==> config.mk <==
export PLATFORM = sky130hd
export DESIGN_NAME = sdcard_vip_top
export DESIGN_NICKNAME = d
export VERILOG_FILES = /design/src/rtl/sdcard_vip_pkg.sv /design/src/rtl/sdcard_vip_top.sv /design/src/rtl/sdcard_cmd_handler.sv /design/src/rtl/sdcard_cmdio.sv /design/src/rtl/sdcard_crc7.sv
export SDC_FILE = /design/constraint.sdc
export NUM_CORES = 1
export LEC_CHECK = 0
export BUFFER_PORTS_ARGS = -buffer_cell sky130_fd_sc_hd__buf_4
export CAP_MARGIN = 20
export CORE_MARGIN = 4
export CORE_UTILIZATION = 50
export CTS_CLUSTER_DIAMETER = 120
export DETAILED_ROUTE_END_ITERATION = 6
export PLACE_DENSITY = 0.65
export SKIP_LAST_GASP = 1
export SLEW_MARGIN = 20
export SYNTH_ARGS = -nofsm -noshare
export SYNTH_HDL_FRONTEND = slang
export SYNTH_SLANG_ARGS = --single-unit
==> constraint.sdc <==
create_clock -name i_clk -period 4.8 [get_ports i_clk]
set_input_delay 0.48 -clock i_clk [delete_from_list [all_inputs] [get_ports i_clk]]
set_output_delay 0.48 -clock i_clk [all_outputs]
set_load 0.005 [all_outputs]
==> src/rtl/sdcard_vip_pkg.sv <==
//########################################
// SD card VIP shared definitions
// Field widths, engine and card state
// encodings and protocol constants used by
// the CMD line model
//########################################

package sdcard_vip_pkg;

    // Widths of the CMD frame fields
    typedef logic [5:0]  cmd_index_t;
    typedef logic [31:0] cmd_arg_t;
    typedef logic [6:0]  crc7_t;
    typedef logic [47:0] frame_t;
    typedef logic [5:0]  bit_cnt_t;

    // Receive states come first, so a compare against REQ_VALID splits rx from tx
    typedef enum logic [3:0] {
        INIT,
        REQ_STARTBIT,
        REQ_TXBIT,
        REQ_CMD,
        REQ_ARG,
        REQ_CRC7,
        REQ_STOPBIT,
        REQ_VALID,
        WAIT_RESP,
        RESP,
        RESP_CRC7,
        RESP_STOPBIT
    } cmdio_state_t;

    // Codes follow the CURRENT_STATE field of the SD card status
    typedef enum logic [3:0] {
        IDLE  = 4'd0,
        READY = 4'd1,
        STBY  = 4'd3
    } card_state_t;

    localparam int INIT_CLKS = 70;

    localparam cmd_index_t CMD_GO_IDLE  = 6'd0;
    localparam cmd_index_t CMD_SEND_RCA = 6'd3;
    localparam cmd_index_t CMD_IF_COND  = 6'd8;
    localparam cmd_index_t CMD_APP      = 6'd55;
    localparam cmd_index_t ACMD_OP_COND = 6'd41;

    localparam cmd_arg_t    OCR_READY = 32'hC0FF8000;
    localparam logic [15:0] CARD_RCA  = 16'h1234;

    localparam int R1_ILLEGAL_BIT = 22;
    localparam int R1_APP_BIT     = 5;
    localparam int R1_STATE_LSB   = 9;

endpackage
==> src/rtl/sdcard_vip_top.sv <==
//########################################
// SD card VIP top level
// CMD line engine, CRC7 unit and command
// handler joined together
//########################################

`timescale 1ns/1ps

module sdcard_vip_top
    import sdcard_vip_pkg::*;
(
    input  logic i_clk,
    input  logic i_nrst,
    input  logic i_cmd,
    output logic o_cmd,
    output logic o_cmd_dir
);

    logic       crc_clear;
    logic       crc_next;
    logic       crc_dat;
    crc7_t      crc7;
    logic       req_valid;
    logic       req_ready;
    cmd_index_t req_cmd;
    cmd_arg_t   req_arg;
    logic       resp_valid;
    logic       resp_ready;
    cmd_arg_t   resp_data;

    sdcard_cmdio cmdio0 (
        .i_clk        (i_clk),
        .i_nrst       (i_nrst),
        .i_cmd        (i_cmd),
        .o_cmd        (o_cmd),
        .o_cmd_dir    (o_cmd_dir),
        .o_crc_clear  (crc_clear),
        .o_crc_next   (crc_next),
        .o_crc_dat    (crc_dat),
        .i_crc7       (crc7),
        .o_req_valid  (req_valid),
        .o_req_cmd    (req_cmd),
        .o_req_arg    (req_arg),
        .i_req_ready  (req_ready),
        .i_resp_valid (resp_valid),
        .i_resp_data  (resp_data),
        .o_resp_ready (resp_ready)
    );

    sdcard_crc7 crc0 (
        .i_clk   (i_clk),
        .i_nrst  (i_nrst),
        .i_clear (crc_clear),
        .i_next  (crc_next),
        .i_dat   (crc_dat),
        .o_crc7  (crc7)
    );

    sdcard_cmd_handler hnd0 (
        .i_clk        (i_clk),
        .i_nrst       (i_nrst),
        .i_req_valid  (req_valid),
        .i_req_cmd    (req_cmd),
        .i_req_arg    (req_arg),
        .o_req_ready  (req_ready),
        .o_resp_valid (resp_valid),
        .o_resp_data  (resp_data),
        .i_resp_ready (resp_ready)
    );

endmodule

==> src/rtl/sdcard_cmd_handler.sv <==
//########################################
// SD card command handler
// Small card-state model that picks the
// 32-bit response word for each command
//########################################

`timescale 1ns/1ps

module sdcard_cmd_handler
    import sdcard_vip_pkg::*;
(
    input  logic       i_clk,
    input  logic       i_nrst,
    input  logic       i_req_valid,
    input  cmd_index_t i_req_cmd,
    input  cmd_arg_t   i_req_arg,
    output logic       o_req_ready,
    output logic       o_resp_valid,
    output cmd_arg_t   o_resp_data,
    input  logic       i_resp_ready
);

    card_state_t card_state;
    card_state_t next_state;
    logic        app_flag;
    logic        app_next;
    logic        busy;
    logic        resp_pend;
    logic        build;
    cmd_index_t  cmd_q;
    cmd_arg_t    arg_q;
    cmd_arg_t    resp_word;
    cmd_arg_t    rca_status;

    function automatic cmd_arg_t r1_word(card_state_t st, logic app, logic illegal);
        cmd_arg_t w;
        w = '0;
        w[R1_STATE_LSB +: 4] = st;
        w[R1_APP_BIT]        = app;
        w[R1_ILLEGAL_BIT]    = illegal;
        return w;
    endfunction

    // Status words report the state the card is in after this command
    always_comb begin
        next_state = card_state;
        app_next   = 1'b0;
        rca_status = r1_word(STBY, app_flag, 1'b0);
        case (cmd_q)
            CMD_GO_IDLE: begin
                next_state = IDLE;
                resp_word  = '0;
            end
            CMD_SEND_RCA: begin
                next_state = STBY;
                resp_word  = {CARD_RCA, rca_status[15:0]};
            end
            CMD_IF_COND: begin
                resp_word = {20'h0, arg_q[11:0]};
            end
            CMD_APP: begin
                app_next  = 1'b1;
                resp_word = r1_word(card_state, 1'b1, 1'b0);
            end
            ACMD_OP_COND: begin
                if (app_flag) begin
                    next_state = READY;
                    resp_word  = OCR_READY;
                end else begin
                    resp_word = r1_word(card_state, 1'b0, 1'b1);
                end
            end
            default: begin
                resp_word = r1_word(card_state, app_flag, 1'b1);
            end
        endcase
    end

    // One cycle of decode between accepting a request and offering the answer
    assign build = busy && !resp_pend && !o_resp_valid;

    always_ff @(posedge i_clk or negedge i_nrst) begin
        if (!i_nrst) begin
            card_state   <= IDLE;
            app_flag     <= 1'b0;
            busy         <= 1'b0;
            resp_pend    <= 1'b0;
            o_req_ready  <= 1'b0;
            o_resp_valid <= 1'b0;
        end else begin
            if (o_req_ready && i_req_valid) begin
                o_req_ready <= 1'b0;
                busy        <= 1'b1;
            end else if (!busy) begin
                o_req_ready <= 1'b1;
            end
            if (build) begin
                resp_pend  <= 1'b1;
                card_state <= next_state;
                app_flag   <= app_next;
            end
            if (resp_pend) begin
                resp_pend    <= 1'b0;
                o_resp_valid <= 1'b1;
            end
            if (o_resp_valid && i_resp_ready) begin
                o_resp_valid <= 1'b0;
                busy         <= 1'b0;
            end
        end
    end

    always_ff @(posedge i_clk) begin
        if (o_req_ready && i_req_valid) begin
            cmd_q <= i_req_cmd;
            arg_q <= i_req_arg;
        end
        if (build) begin
            o_resp_data <= resp_word;
        end
    end

    // A pending response is held unchanged until the engine takes it
    a_resp_hold: assert property (
        @(posedge i_clk) disable iff (!i_nrst)
        (o_resp_valid && !i_resp_ready) |=> (o_resp_valid && $stable(o_resp_data))
    );

endmodule

==> src/rtl/sdcard_cmdio.sv <==
//########################################
// SD card CMD line engine
// Receives 48-bit host frames, checks the
// CRC7, passes the command on and sends
// back a 48-bit response frame
//########################################

`timescale 1ns/1ps

module sdcard_cmdio
    import sdcard_vip_pkg::*;
(
    input  logic       i_clk,
    input  logic       i_nrst,
    input  logic       i_cmd,
    output logic       o_cmd,
    output logic       o_cmd_dir,
    output logic       o_crc_clear,
    output logic       o_crc_next,
    output logic       o_crc_dat,
    input  crc7_t      i_crc7,
    output logic       o_req_valid,
    output cmd_index_t o_req_cmd,
    output cmd_arg_t   o_req_arg,
    input  logic       i_req_ready,
    input  logic       i_resp_valid,
    input  cmd_arg_t   i_resp_data,
    output logic       o_resp_ready
);

    cmdio_state_t state;
    logic [6:0]   clk_cnt;
    bit_cnt_t     bit_cnt;
    frame_t       rx_shift;
    frame_t       tx_shift;
    crc7_t        crc_calc;
    logic         cmd_dir;
    logic         cmdz;
    logic         req_valid;

    assign o_resp_ready = (state == WAIT_RESP);

    // CRC control
    // On transmit the CRC is fed one bit ahead of the line, so the full
    // 40-bit result is ready when the last payload bit goes out
    always_comb begin
        o_crc_clear = 1'b0;
        o_crc_next  = 1'b0;
        o_crc_dat   = i_cmd;
        case (state)
            INIT, REQ_STOPBIT: begin
                o_crc_clear = 1'b1;
            end
            REQ_STARTBIT: begin
                if (cmdz && !i_cmd) begin
                    o_crc_next = 1'b1;
                end else begin
                    o_crc_clear = 1'b1;
                end
            end
            REQ_TXBIT, REQ_CMD, REQ_ARG: begin
                o_crc_next = 1'b1;
            end
            WAIT_RESP: begin
                // Response start bit
                o_crc_next = i_resp_valid;
                o_crc_dat  = 1'b0;
            end
            RESP: begin
                o_crc_next = (bit_cnt != '0);
                o_crc_dat  = tx_shift[46];
            end
            default: begin
            end
        endcase
    end

    always_ff @(posedge i_clk or negedge i_nrst) begin
        if (!i_nrst) begin
            state     <= INIT;
            clk_cnt   <= '0;
            bit_cnt   <= '0;
            tx_shift  <= '1;
            cmd_dir   <= 1'b1;
            cmdz      <= 1'b1;
            req_valid <= 1'b0;
        end else begin
            if (req_valid && i_req_ready) begin
                req_valid <= 1'b0;
            end

            // Previous line level, whichever side drove it
            cmdz     <= cmd_dir ? i_cmd : tx_shift[47];
            tx_shift <= {tx_shift[46:0], 1'b1};

            case (state)
                INIT: begin
                    clk_cnt <= clk_cnt + 7'd1;
                    if (clk_cnt == 7'(INIT_CLKS)) begin
                        state <= REQ_STARTBIT;
                    end
                end
                REQ_STARTBIT: begin
                    if (cmdz && !i_cmd) begin
                        state <= REQ_TXBIT;
                    end
                end
                REQ_TXBIT: begin
                    state   <= REQ_CMD;
                    bit_cnt <= 6'd5;
                end
                REQ_CMD: begin
                    if (bit_cnt == '0) begin
                        state   <= REQ_ARG;
                        bit_cnt <= 6'd31;
                    end else begin
                        bit_cnt <= bit_cnt - 6'd1;
                    end
                end
                REQ_ARG: begin
                    if (bit_cnt == '0) begin
                        state   <= REQ_CRC7;
                        bit_cnt <= 6'd6;
                    end else begin
                        bit_cnt <= bit_cnt - 6'd1;
                    end
                end
                REQ_CRC7: begin
                    if (bit_cnt == '0) begin
                        state <= REQ_STOPBIT;
                    end else begin
                        bit_cnt <= bit_cnt - 6'd1;
                    end
                end
                REQ_STOPBIT: begin
                    state   <= REQ_VALID;
                    cmd_dir <= 1'b0;
                end
                REQ_VALID: begin
                    // Bad frames are dropped silently and the line is released
                    if (rx_shift[46] && (crc_calc == rx_shift[7:1])) begin
                        state     <= WAIT_RESP;
                        req_valid <= 1'b1;
                    end else begin
                        state   <= REQ_STARTBIT;
                        cmd_dir <= 1'b1;
                    end
                end
                WAIT_RESP: begin
                    if (i_resp_valid) begin
                        state    <= RESP;
                        bit_cnt  <= 6'd39;
                        tx_shift <= {2'b00, rx_shift[45:40], i_resp_data, 8'hFF};
                    end
                end
                RESP: begin
                    if (bit_cnt == '0) begin
                        state    <= RESP_CRC7;
                        bit_cnt  <= 6'd6;
                        // CRC first, then the end bit and idle ones behind it
                        tx_shift <= {i_crc7, {41{1'b1}}};
                    end else begin
                        bit_cnt <= bit_cnt - 6'd1;
                    end
                end
                RESP_CRC7: begin
                    if (bit_cnt == '0) begin
                        state <= RESP_STOPBIT;
                    end else begin
                        bit_cnt <= bit_cnt - 6'd1;
                    end
                end
                RESP_STOPBIT: begin
                    state   <= REQ_STARTBIT;
                    cmd_dir <= 1'b1;
                end
                default: begin
                    state <= INIT;
                end
            endcase
        end
    end

    // Frame capture and the CRC computed over it
    always_ff @(posedge i_clk) begin
        if (state < REQ_VALID) begin
            rx_shift <= {rx_shift[46:0], i_cmd};
        end
        if (state == REQ_STOPBIT) begin
            crc_calc <= i_crc7;
        end
    end

    assign o_cmd       = tx_shift[47];
    assign o_cmd_dir   = cmd_dir;
    assign o_req_valid = req_valid;
    assign o_req_cmd   = rx_shift[45:40];
    assign o_req_arg   = rx_shift[39:8];

    // The card never pulls the line low while it is listening
    a_listen_high: assert property (
        @(posedge i_clk) disable iff (!i_nrst)
        o_cmd_dir |-> o_cmd
    );

    // A request only leaves after a checked frame
    a_req_from_valid: assert property (
        @(posedge i_clk) disable iff (!i_nrst)
        $rose(o_req_valid) |-> ($past(state) == REQ_VALID)
    );

endmodule

==> src/rtl/sdcard_crc7.sv <==
//########################################
// SD CRC7 generator
// Serial LFSR for x^7 + x^3 + 1, one bit
// per enabled cycle
//########################################

`timescale 1ns/1ps

module sdcard_crc7
    import sdcard_vip_pkg::*;
(
    input  logic  i_clk,
    input  logic  i_nrst,
    input  logic  i_clear,
    input  logic  i_next,
    input  logic  i_dat,
    output crc7_t o_crc7
);

    crc7_t crc;
    logic  feedback;

    // Incoming bit against the register MSB decides whether the polynomial is folded in
    assign feedback = crc[6] ^ i_dat;

    always_ff @(posedge i_clk or negedge i_nrst) begin
        if (!i_nrst) begin
            crc <= '0;
        end else if (i_clear) begin
            crc <= '0;
        end else if (i_next) begin
            crc <= {crc[5:3], crc[2] ^ feedback, crc[1:0], feedback};
        end
    end

    assign o_crc7 = crc;

endmodule

==> Word level (Yosys, flattened, before mapping) <==
Cells that the tools add are included.
{ "classes": {"add_sub_neg": 2, "order_cmp": 1, "eq_ne": 29, "n_mux": 44, "bitwise_logic": 2, "reduce_logical": 27} }
{ "op_table": {"columns": ["operator", "count"], "rows": [
  ["case mux 32 bit (5 select lines)", 1],
  ["two-way mux 48 bit", 2],
  ["case mux 48 bit (2 select lines)", 1],
  ["case mux 4 bit (12 select lines)", 1],
  ["two-way mux 4 bit", 10],
  ["two-way mux 32 bit", 1],
  ["case mux 6 bit (5 select lines)", 1],
  ["two-way mux 6 bit", 4],
  ["!= test 2 x 1 -> 1 bit (second input constant)", 9],
  ["equality test 4 x 3 -> 1 bit (second input constant)", 4],
  ["equality test 4 bit (second input constant)", 4],
  ["two-way mux 1 bit", 16],
  ["two-way mux 7 bit", 2],
  ["equality test 6 bit (second input constant)", 2],
  ["zero test 6 bit", 2],
  ["case mux 4 bit (3 select lines)", 1],
  ["equality test 4 x 2 -> 1 bit (second input constant)", 2],
  ["AND reduction 8 bit", 1],
  ["adder 7 x 1 -> 7 bit (second input constant)", 1],
  ["equality test 7 bit", 1],
  ["equality test 7 bit (second input constant)", 1],
  ["equality test 6 x 2 -> 1 bit (second input constant)", 1],
  ["equality test 6 x 4 -> 1 bit (second input constant)", 1],
  ["logical AND 1 bit", 6],
  ["other kinds (18)", 30]
]} }
{ "totals": {"reg_bits": 188, "in_bits": 3, "out_inout_bits": 2, "word_cells": 124} }

==> Depth between registers and ports, before layout <==
Gate-level depths: netlist (run 1).
{ "depth": {"word_depth": 6, "depth_mapped": 9, "mapped_depth_nobuf": 7} }

==> Hierarchy <==
A second synthesis (run 1) with hierarchy kept.
{ "hier_totals": {"hier_cells": 579, "hier_area_um2": 7218.2} }
{ "by_module_without_submodules": {"columns": ["module", "n_inst", "cells_per_inst", "area_per_inst_um2", "seq_area_each_um2"], "rows": [
  ["sdcard_cmdio", 1, 438, 5158.7, 3175.5],
  ["sdcard_cmd_handler", 1, 113, 1739.2, 1196.1],
  ["sdcard_crc7", 1, 28, 320.3, 175.2]
]} }

==> Least setup slack after synthesis (run 1) <==
Ideal clock, no wire load.
{ "synth_path": {"path_kind": "flip-flop to flip-flop", "from": "reg cmdio0.state[0]", "to": "reg cmdio0.rx_shift[0], enable pin", "setup_ns": 0.480, "arrival_ns": 3.460, "t_required_ns": 4.320, "slack_ns": 0.861, "stages_incl_launch_ff": 5, "path_buffers": 3, "period_less_slack_ns": 3.939, "path_cell_list": "dfrtp_1 -> buf_2 -> buf_2 -> buf_2 -> a31oi_1"} }
{ "synth_via": {"elab_chain_cells": 1} }
{ "synth_lines": {"columns": ["item", "line", "text"], "rows": [
  ["from (decl)", "sdcard_cmdio.sv:31", "cmdio_state_t state;"],
  ["from (signal assigned)", "sdcard_cmdio.sv:80", "state <= INIT;"],
  ["from (signal assigned)", "sdcard_cmdio.sv:100", "state <= REQ_STARTBIT;"],
  ["from (signal assigned)", "sdcard_cmdio.sv:105", "state <= REQ_TXBIT;"],
  ["less-than comparator 4 x 3 -> 1 bit", "sdcard_cmdio.sv:186", "if (state < REQ_VALID) begin"],
  ["to (signal assigned)", "sdcard_cmdio.sv:187", "rx_shift <= {rx_shift[46:0], i_cmd};"],
  ["to (decl)", "sdcard_cmdio.sv:34", "frame_t rx_shift;"]
]} }
No other way between the ends.
A chain may end at the register's enable or synchronous reset.

==> Final worst setup path (run 1) <==
{ "layout_path": {"from": "reg cmdio0.state[3]", "to": "reg crc0.crc[2], in the netlist crc0.o_crc7[2]"} }
{ "layout_via": {"elab_chain_cells": 4, "word_cells_on_any_way": 14, "classes_between": "7 x eq/ne; 3 x mux; 4 x reduce/logical"} }
{ "layout_lines": {"columns": ["item", "line", "text"], "rows": [
  ["equality test 4 x 2 -> 1 bit, or another cell as far along", "sdcard_cmdio.sv:50", "case (state)"],
  ["OR reduction 3 bit / OR reduction 2 bit (equally long branches)", "sdcard_cmdio.sv:50", null],
  ["case mux 1 bit (4 select lines) / case mux 1 bit (2 select lines) (equally long branches)", "sdcard_cmdio.sv:50", null],
  ["nonzero test 2 bit (no line) / two-way mux 7 bit (equally long branches)", null, null],
  ["to (signal assigned)", "sdcard_crc7.sv:32", "crc <= {crc[5:3], crc[2] ^ feedback, crc[1:0], feedback};"],
  ["to (decl)", "sdcard_crc7.sv:20", "crc7_t crc;"]
]} }
Parallel ways exist; a longest one is shown, timed or not.

==> results of run 1 <==
[cells by family (layout without fill, tap and decap cells)]
kind of cell | Yosys count | after routing | synth area share (%)
adders and majority gates | 3 | 3 | 0.576
AOI/OAI and AO/OA | 91 | 91 | 9.68
muxes | 12 | 12 | 2.29
buffers and inverters | 28 | 50 | 1.90
and+or+nand+nor | 172 | 172 | 13.6
xor gates and xnor gates | 16 | 16 | 2.15
DFF | 162 | 162 | 69.8
[final timing paths]
check	start	end	slack [ns]
max	cmdio0.state[3]	crc0.o_crc7[2]	2.01
min	i_nrst	cmdio0.clk_cnt[2]	0.19
max reg2reg	cmdio0.state[3]	crc0.o_crc7[2]	2.01
min reg2reg	cmdio0.rx_shift[35]	cmdio0.rx_shift[36]	0.42
max in group asynchronous	i_nrst	hnd0.app_flag	4.02
min in group i_clk	i_cmd	cmdio0.rx_shift[0]	0.27
[cell usage after synthesis, drive strengths merged, types with 2 or more instances]
cell type	count
clkbuf	8
buf	11
nor3	5
ha	3
nand3b	2
and2	13
edfxtp	88
xor2	10
o32a	3
nand2	52
a22o	7
or3b	2
and3	3
dfstp	42
nand2b	9
o211ai	5
a21o	20
o22ai	2
mux2i	4
a221oi	3
o21ai	18
a211oi	3
dfrtp	32
or2	4
o21a	2
mux2	8
xnor2	6
nor2	32
nand4	3
nor4	5
nor3b	4
nor2b	12
nand3	19
or3	5
a31oi	2
inv	9
a21oi	17
[power groups by stage]
| stage | Clock (mW) | Combinational [mW] | Sequential [mW] |
|---|---|---|---|
| 6_report | 1.30 | 0.0171 | 1.50 |
| 2_1_floorplan | 0 | 0.00366 | 1.52 |
| 5_1_grt | 1.40 | 0.0203 | 1.50 |
| 3_5_place_dp | 0 | 0.0185 | 1.52 |
| 3_3_place_gp | 0 | 0.0179 | 1.53 |
| 4_1_cts | 1.33 | 0.0186 | 1.50 |
[area by class of cell]
| cell class | count | area [µm²] |
|---|---|---|
| clock inverter | 12 | 124 |
| fill | 1049 | 5360 |
| sequential | 162 | 4550 |
| clock buffer | 20 | 457 |
| multi-input combinational | 294 | 1870 |
| inverter | 9 | 33.8 |
| timing repair buffer | 9 | 67.6 |
| tap | 172 | 215 |
[metal layers]
layer	vias up	routed length (µm)
li1	1775	-
met1	1879	5270
met2	47	5150
met3	11	362
met4	0	148
met5	-	0
[state kept, by name, summed over array words and instances (netlist names), 2 cells and up]
register,cells
cmdio0.bit_cnt,6
cmdio0.state,4
cmdio0.crc_calc,7
hnd0.arg_q,12
cmdio0.rx_shift,47
cmdio0.clk_cnt,7
hnd0.o_resp_data,16
crc0.o_crc7,7
cmdio0.tx_shift,40
hnd0.cmd_q,6
hnd0.card_state,2
[through the flow]
step | hold slack, ns | setup slack (ns)
6_report | 0.187 | 2.01
3_5_place_dp | 0.406 | 2.00
3_3_place_gp | 0.404 | 2.11
5_1_grt | 0.251 | 1.89
2_1_floorplan | 0.184 | 0.861
4_1_cts | 0.234 | 1.96
[cell usage in the layout (no fill, tap or decap), drive strengths merged, types with 3 or more instances in the layout]
master   n
nor2    32
or3      5
and2    13
xnor2    6
a21oi   17
xor2    10
a221oi   3
dfstp   42
edfxtp  88
nor2b   12
nor3     5
nand3   19
mux2i    4
nand2b   9
o32a     3
clkinv   5
buf      9
nor4     5
mux2     8
clkbuf  20
nand4    3
inv     14
o21ai   18
nor3b    4
a22o     7
nand2   52
a211oi   3
ha       3
o211ai   5
a21o    20
and3     3
dfrtp   32
or2      4
[worst reg2reg max path, delay by kind of cell (launching register included)]
family / cells / cell delay (ns)
AOI/OAI and AO/OA: 2 / 0.78
DFF: 1 / 0.80
muxes: 1 / 0.35
and+or+nand+nor: 2 / 0.74
==> summary.txt, run 1 <==
Placement
  • Placed Cells: between 600 and 700
  • Global placement routability congestion: roughly 0.81
  • Hpwl dp: about 6.7 mm
  • Buffers on Ports: 4
  • Placed instance area: around 0.0067 mm²

CTS
  • Clock buffer depth: 2
  • CTS Buf Count: 17
  • CTS H-tree lvls: 4
  • Post-CTS Hold Fix Bufs: 0
  • Clock-pin slew on the worst setup and hold paths: 0.06 ns
  • Worst-Skew Late Latency: about 0.42 ns
  • Clock sink total: 162
  • CTS tree: done
  • Setup bufs post-CTS: 0
  • CTS resizes: 0
  • Clock root buffer: clkbuf_16

Timing
  • Max Slew Vio Count: 0
  • RSZ-0062 raised after global routing: false
  • Fin crit period: roughly 2.8 ns
  • Final hold violation count: 0
  • Final Setup Violations: 0
  • Worst Tran Pin Value: 0.926 ns
  • Worst relative slew slack: 38.2%
  • Clock skew: 0.00709 ns
  • Tcrit/Tclk final: between 50% and 60%
  • Post-route setup TNS: 0 ns
  • Max Fclk: 0.359 GHz

Detailed routing
  • DR WL/cell: roughly 16 µm
  • DRC: 0
  • DRT Pass-1 Iters: 4
  • DRT antenna net count: 0
  • Initial DRC count: about 250
  • Via count: approximately 3700
  • Routed wire length: approximately 11 mm
  • Via density: around 5.5

GRT
  • Vias in the first global route: 3669
  • GRT busiest layer: met2
  • GRT Residual Overflow: 0
  • First-pass GRT wire length: between 15 and 20 mm
  • Largest net degree at the start of global routing: 75
  • All-Layer GR Usage: about 16%
  • Met2 Usage GRT: approximately a quarter
  • Met3 Track Usage GR: about 4.5%
  • Grt met1 use: between 20% and 30%
  • Antenna violations before repair: 0

Setup path
  • Worst reg2reg path depth: 5
  • Worst Path Max Fanout: 23
  • WP depth: 5
  • WP data required: between 5 and 6 ns
  • WP data arrival: a little over 3 ns
  • Worst path slowest cell: dfrtp_1
  • Critical Path End Type: flip-flop
  • CP Buf/Inv Count: 0
  • CP cell instances: nor2b_1 > nand2_1 > a211oi_1 > a221o_1 > mux2_4
  • Delay of the slowest critical-path stage: about 0.8 ns
  • Critical Path Start Type: flip-flop
  • WS Path Type: flip-flop to flip-flop
  • CP delay by family, top: flip-flops

Floorplanning
  • Die width: 122 µm
  • Starting Density: approximately half
  • Core ar.: 0.0127 mm²
  • Die Ht: 122 µm
  • Die area: ~0.015 mm²
  • Io pins: 5
  • Site row count: a little over 40

Outcome
  • Status: finished, final reports clean

Pwr
  • Leak: around 2.9 nW
  • Int Pwr: 2.25 mW
  • Comb power frac: 0.6%
  • Total Power: 2.82 mW
  • Clock power frac: 46.2%
  • Sequential share of power: 53.2%
  • Peak supply drop: around 0.00036 V
  • Pwr dens: 386 mW/mm²
  • Switching power: 0.574 mW
  • Switch share: between 20% and 30%

Yosys
  • Most used DFF post-synth: edfxtp_1
  • Number of flops mapped to enable cells by yosys: roughly 90
  • Avg Synthesized Cell Area: ~13 µm²
  • Yosys reg bits: around 160
  • Top-area cell type share of the netlist area: 40.6%
  • Ys async rst share: about 46%
  • Synthesized netlist cell count: between 400 and 500
  • Main area contributors after synthesis: edfxtp_1 41%, dfstp_2 17%, dfrtp_1 12%
  • Syn Nets: just under 500
  • Leading area contributor after synthesis: edfxtp_1
  • Synth warn: 0
  • Share of the yosys chip area belonging to registers: around 70%
  • Distinct cells, synth: 58
  • Post-Syn Area: about 0.0065 mm²

Finish
  • Nets@finish: between 400 and 500
  • Design Area, Final: between 0.007 and 0.008 mm²
  • Post-Layout Cell Count: about 680
  • Area Overhead vs Synth: 12.3%
  • Antenna diode count: 0
  • Final core occ: 57.7%
  • Share of layout cells above drive strength 1: between 20% and 30%

Flow run
  • Max-cap violations: 0

Hold path
  • Worst hold-check path type: primary input to asynchronous set/reset pin
Power figures use the tool's default switching activity.
==> inputs of run 2 (changes only) <==
- ABC_AREA: default -> 1
- clock period: 4.8 -> 2.59 ns (I/O delays scaled with it)
==> summary.txt, run 2 <==
CTS
  • CTS tree: done
  • Clock buffer depth: 2
  • CTS resizes: 0
  • Worst-Skew Late Latency: between 0.4 and 0.5 ns
  • Clock-pin slew on the worst setup and hold paths: 0.06 ns
  • CTS Buf Count: 17
  • Clock sink total: 162
  • CTS H-tree lvls: 4
  • Clock root buffer: clkbuf_16

Timing
  • Clock skew: around 0.010 ns
  • Fin crit period: around 2.1 ns
  • Max Fclk: between 0.4 and 0.5 GHz
  • RSZ-0062 raised after global routing: false
  • Max Slew Vio Count: 0
  • Worst relative slew slack: between 30% and 40%
  • Final Setup Violations: 0
  • Worst Tran Pin Value: 0.944 ns
  • Final hold violation count: 0
  • Post-route setup TNS: 0 ns
  • Tcrit/Tclk final: 81.4%
  • Min Hold Slack: 0.0651 ns
  • Fin worst setup slack: slightly below 0.5 ns

Finish
  • Max FFs per register: 47
  • Antenna diode count: 0
  • Most frequent cells in the layout: 156 x nand2_1, 88 x edfxtp_1, 68 x inv_1, 53 x nor2_1, 48 x nand3_1
  • Commonest non-fill, non-tap cell in the layout: nand2_1
  • Design Area, Final: 0.00746 mm²
  • Share of layout cells above drive strength 1: 16.9%
  • Nets@finish: between 600 and 700
  • Biggest registers after layout: cmdio0.rx_shift: 47 flops, cmdio0.tx_shift: 40 flops, hnd0.o_resp_data: 16 flops
  • Area Overhead vs Synth: 13.7%
  • Biggest register: cmdio0.rx_shift

Setup path
  • WS Path Type: flip-flop to flip-flop
  • WP data arrival: between 2 and 2.5 ns
  • Worst r2r src: cmdio0.bit_cnt[0]
  • Critical Path Start Type: flip-flop
  • Crit path top cell by count: inv_1
  • Critical Path End Type: flip-flop
  • Setup crit start: cmdio0.bit_cnt[0]
  • WP data required: slightly below 3 ns
  • Worst Path Max Fanout: 22
  • CP delay by family, top: buffers and inverters
  • Worst path slowest cell: dfrtp_1
  • CP cell instances: inv_1 > ha_1 > inv_1 > nor2_1 > nand3_2 > nor2_1 > inv_1 > o211ai_1
  • Delay of the slowest critical-path stage: about 0.40 ns
  • CP Buf/Inv Count: 3

Yosys
  • Most used standard cell by instance count after synthesis: nand2_1
  • Share of the yosys chip area belonging to registers: between 60 and 70%
  • Leading area contributor after synthesis: edfxtp_1
  • Most used DFF post-synth: edfxtp_1
  • Synthesized netlist cell count: 603
  • Syn Nets: about 610
  • Top-area cell type share of the netlist area: around 40%
  • Number of flops mapped to enable cells by yosys: between 80 and 90
  • Avg Synthesized Cell Area: about 11 µm²
  • Post-Syn Area: ~0.0066 mm²
  • Synth warn: 0
  • Yosys reg bits: ~160
  • Ys async rst share: between 40% and 50%
  • Synth cell count leaders: 156 x nand2_1, 88 x edfxtp_1, 68 x inv_1
  • Main area contributors after synthesis: edfxtp_1 40%, dfstp_2 17%, dfrtp_1 12%
  • Distinct cells, synth: 34

Detailed routing
  • Via density: approximately 5
  • Routed wire length: 11.3 mm
  • Via count: approximately 4100
  • Initial DRC count: 325
  • DRT Pass-1 Iters: 5
  • DR WL/cell: 14.0 µm
  • DRC: 0
  • DRT antenna net count: 0

GRT
  • Largest net degree at the start of global routing: 75
  • Antenna violations before repair: 0
  • First-pass GRT wire length: around 20 mm
  • All-Layer GR Usage: between 15 and 20%
  • Vias in the first global route: just under 4000
  • GRT Residual Overflow: 0

Pwr
  • Comb power frac: less than 1%
  • Switching power: between 1 and 1.5 mW
  • Peak supply drop: 0.000644 V
  • Clock power frac: approximately half
  • Pwr dens: roughly 740 mW/mm²
  • Leak: about 3.3 nW
  • Total Power: between 5 and 6 mW
  • Int Pwr: around 4.5 mW
  • Switch share: roughly 20%
  • Sequential share of power: between 50% and 60%

Placement
  • Hpwl dp: a little over 7 mm
  • Placed instance area: around 0.0068 mm²
  • Buffers on Ports: 4
  • Setup Slack @ Placement: around 0.47 ns
  • Global placement routability congestion: ~0.86

Floorplanning
  • Starting Density: 51.6%
  • Die area: roughly 0.015 mm²
  • Die Ht: around 120 µm
  • Io pins: 5
  • Site row count: between 40 and 50
  • Die width: ~120 µm
  • Core ar.: 0.0127 mm²

Flow run
  • Max-cap violations: 0

Hold path
  • Worst hold-check path type: primary input to flip-flop
  • Worst Hold Launch: i_cmd

Outcome
  • Status: finished, final reports clean
-- run 2: logic make-up after synthesis --
kind of cell | share of synthesized area (%)
AND/OR/NAND/NOR | 19.1
flip-flops | 69.3
buffers and inverters | 4.94
AO/OA/AOI/OAI | 4.82
XOR/XNOR | 1.07
adder cells (fa/ha/maj) | 0.572
multiplexers | 0.153
-- run 2: area by class of cell --
class | instances | area [µm²]
fillers | 1066 | 5270
flip-flops and latches | 162 | 4550
multi-input cells | 360 | 1700
clock buffers | 19 | 453
inverters | 71 | 267
well taps | 172 | 215
clock inverters | 13 | 195
repair buffers | 10 | 77.6
-- run 2: what timing repair did --
action                                 in CTS  in global routing
setup endpoints to repair                   0                  0
endpoints found under the hold margin      11                  0
setup buffers                               0                  0
hold buffers                                1                  0
-- run 2: metrics by stage --
step,cells,util (%)
2_1_floorplan,603,-
3_3_place_gp,774,53.4
3_5_place_dp,774,53.4
4_1_cts,807,58.6
5_1_grt,807,58.6
6_report,807,58.6
-- run 2: worst reg2reg max path, cell delays in order (launching register included) --
cell and delay (ns):
dfrtp_1 0.40, inv_1 0.17, ha_1 0.22, inv_1 0.06
nor2_1 0.15, nand3_2 0.21, nor2_1 0.18, inv_1 0.34
o211ai_1 0.30
-- run 2: power groups by stage --
stage | clock (mW) | combinational (mW) | sequential [mW]
floorplan | 0 | 0.00924 | 2.82
global placement | 0 | 0.0364 | 2.83
detailed placement | 0 | 0.0375 | 2.83
CTS | 2.76 | 0.0389 | 2.78
global route | 2.89 | 0.0442 | 2.78
finish | 2.71 | 0.0371 | 2.78
-- run 2: final timing paths --
| path | endpoint | slack (ns) | cells past startpoint |
|---|---|---|---|
| hold / removal | cmdio0.rx_shift[0] | 0.07 | 1 |
| min in group asynchronous | cmdio0.bit_cnt[3] | 0.53 | 2 |
| setup reg to reg | cmdio0.tx_shift[45] | 0.48 | 8 |
| setup / recovery | cmdio0.tx_shift[45] | 0.48 | 8 |
| max in group asynchronous | hnd0.app_flag | 1.43 | 2 |
| hold reg to reg | cmdio0.rx_shift[1] | 0.42 | 0 |
-- run 2: metal layers --
layer / wire (µm) / GRT usage, % / up-vias
li1: - / - / 2024
met1: 5530 / 24.1 / 1960
met2: 5240 / 25.3 / 59
met3: 404 / 5.25 / 13
met4: 136 / 6.09 / 0
met5: 0 / 0 / -
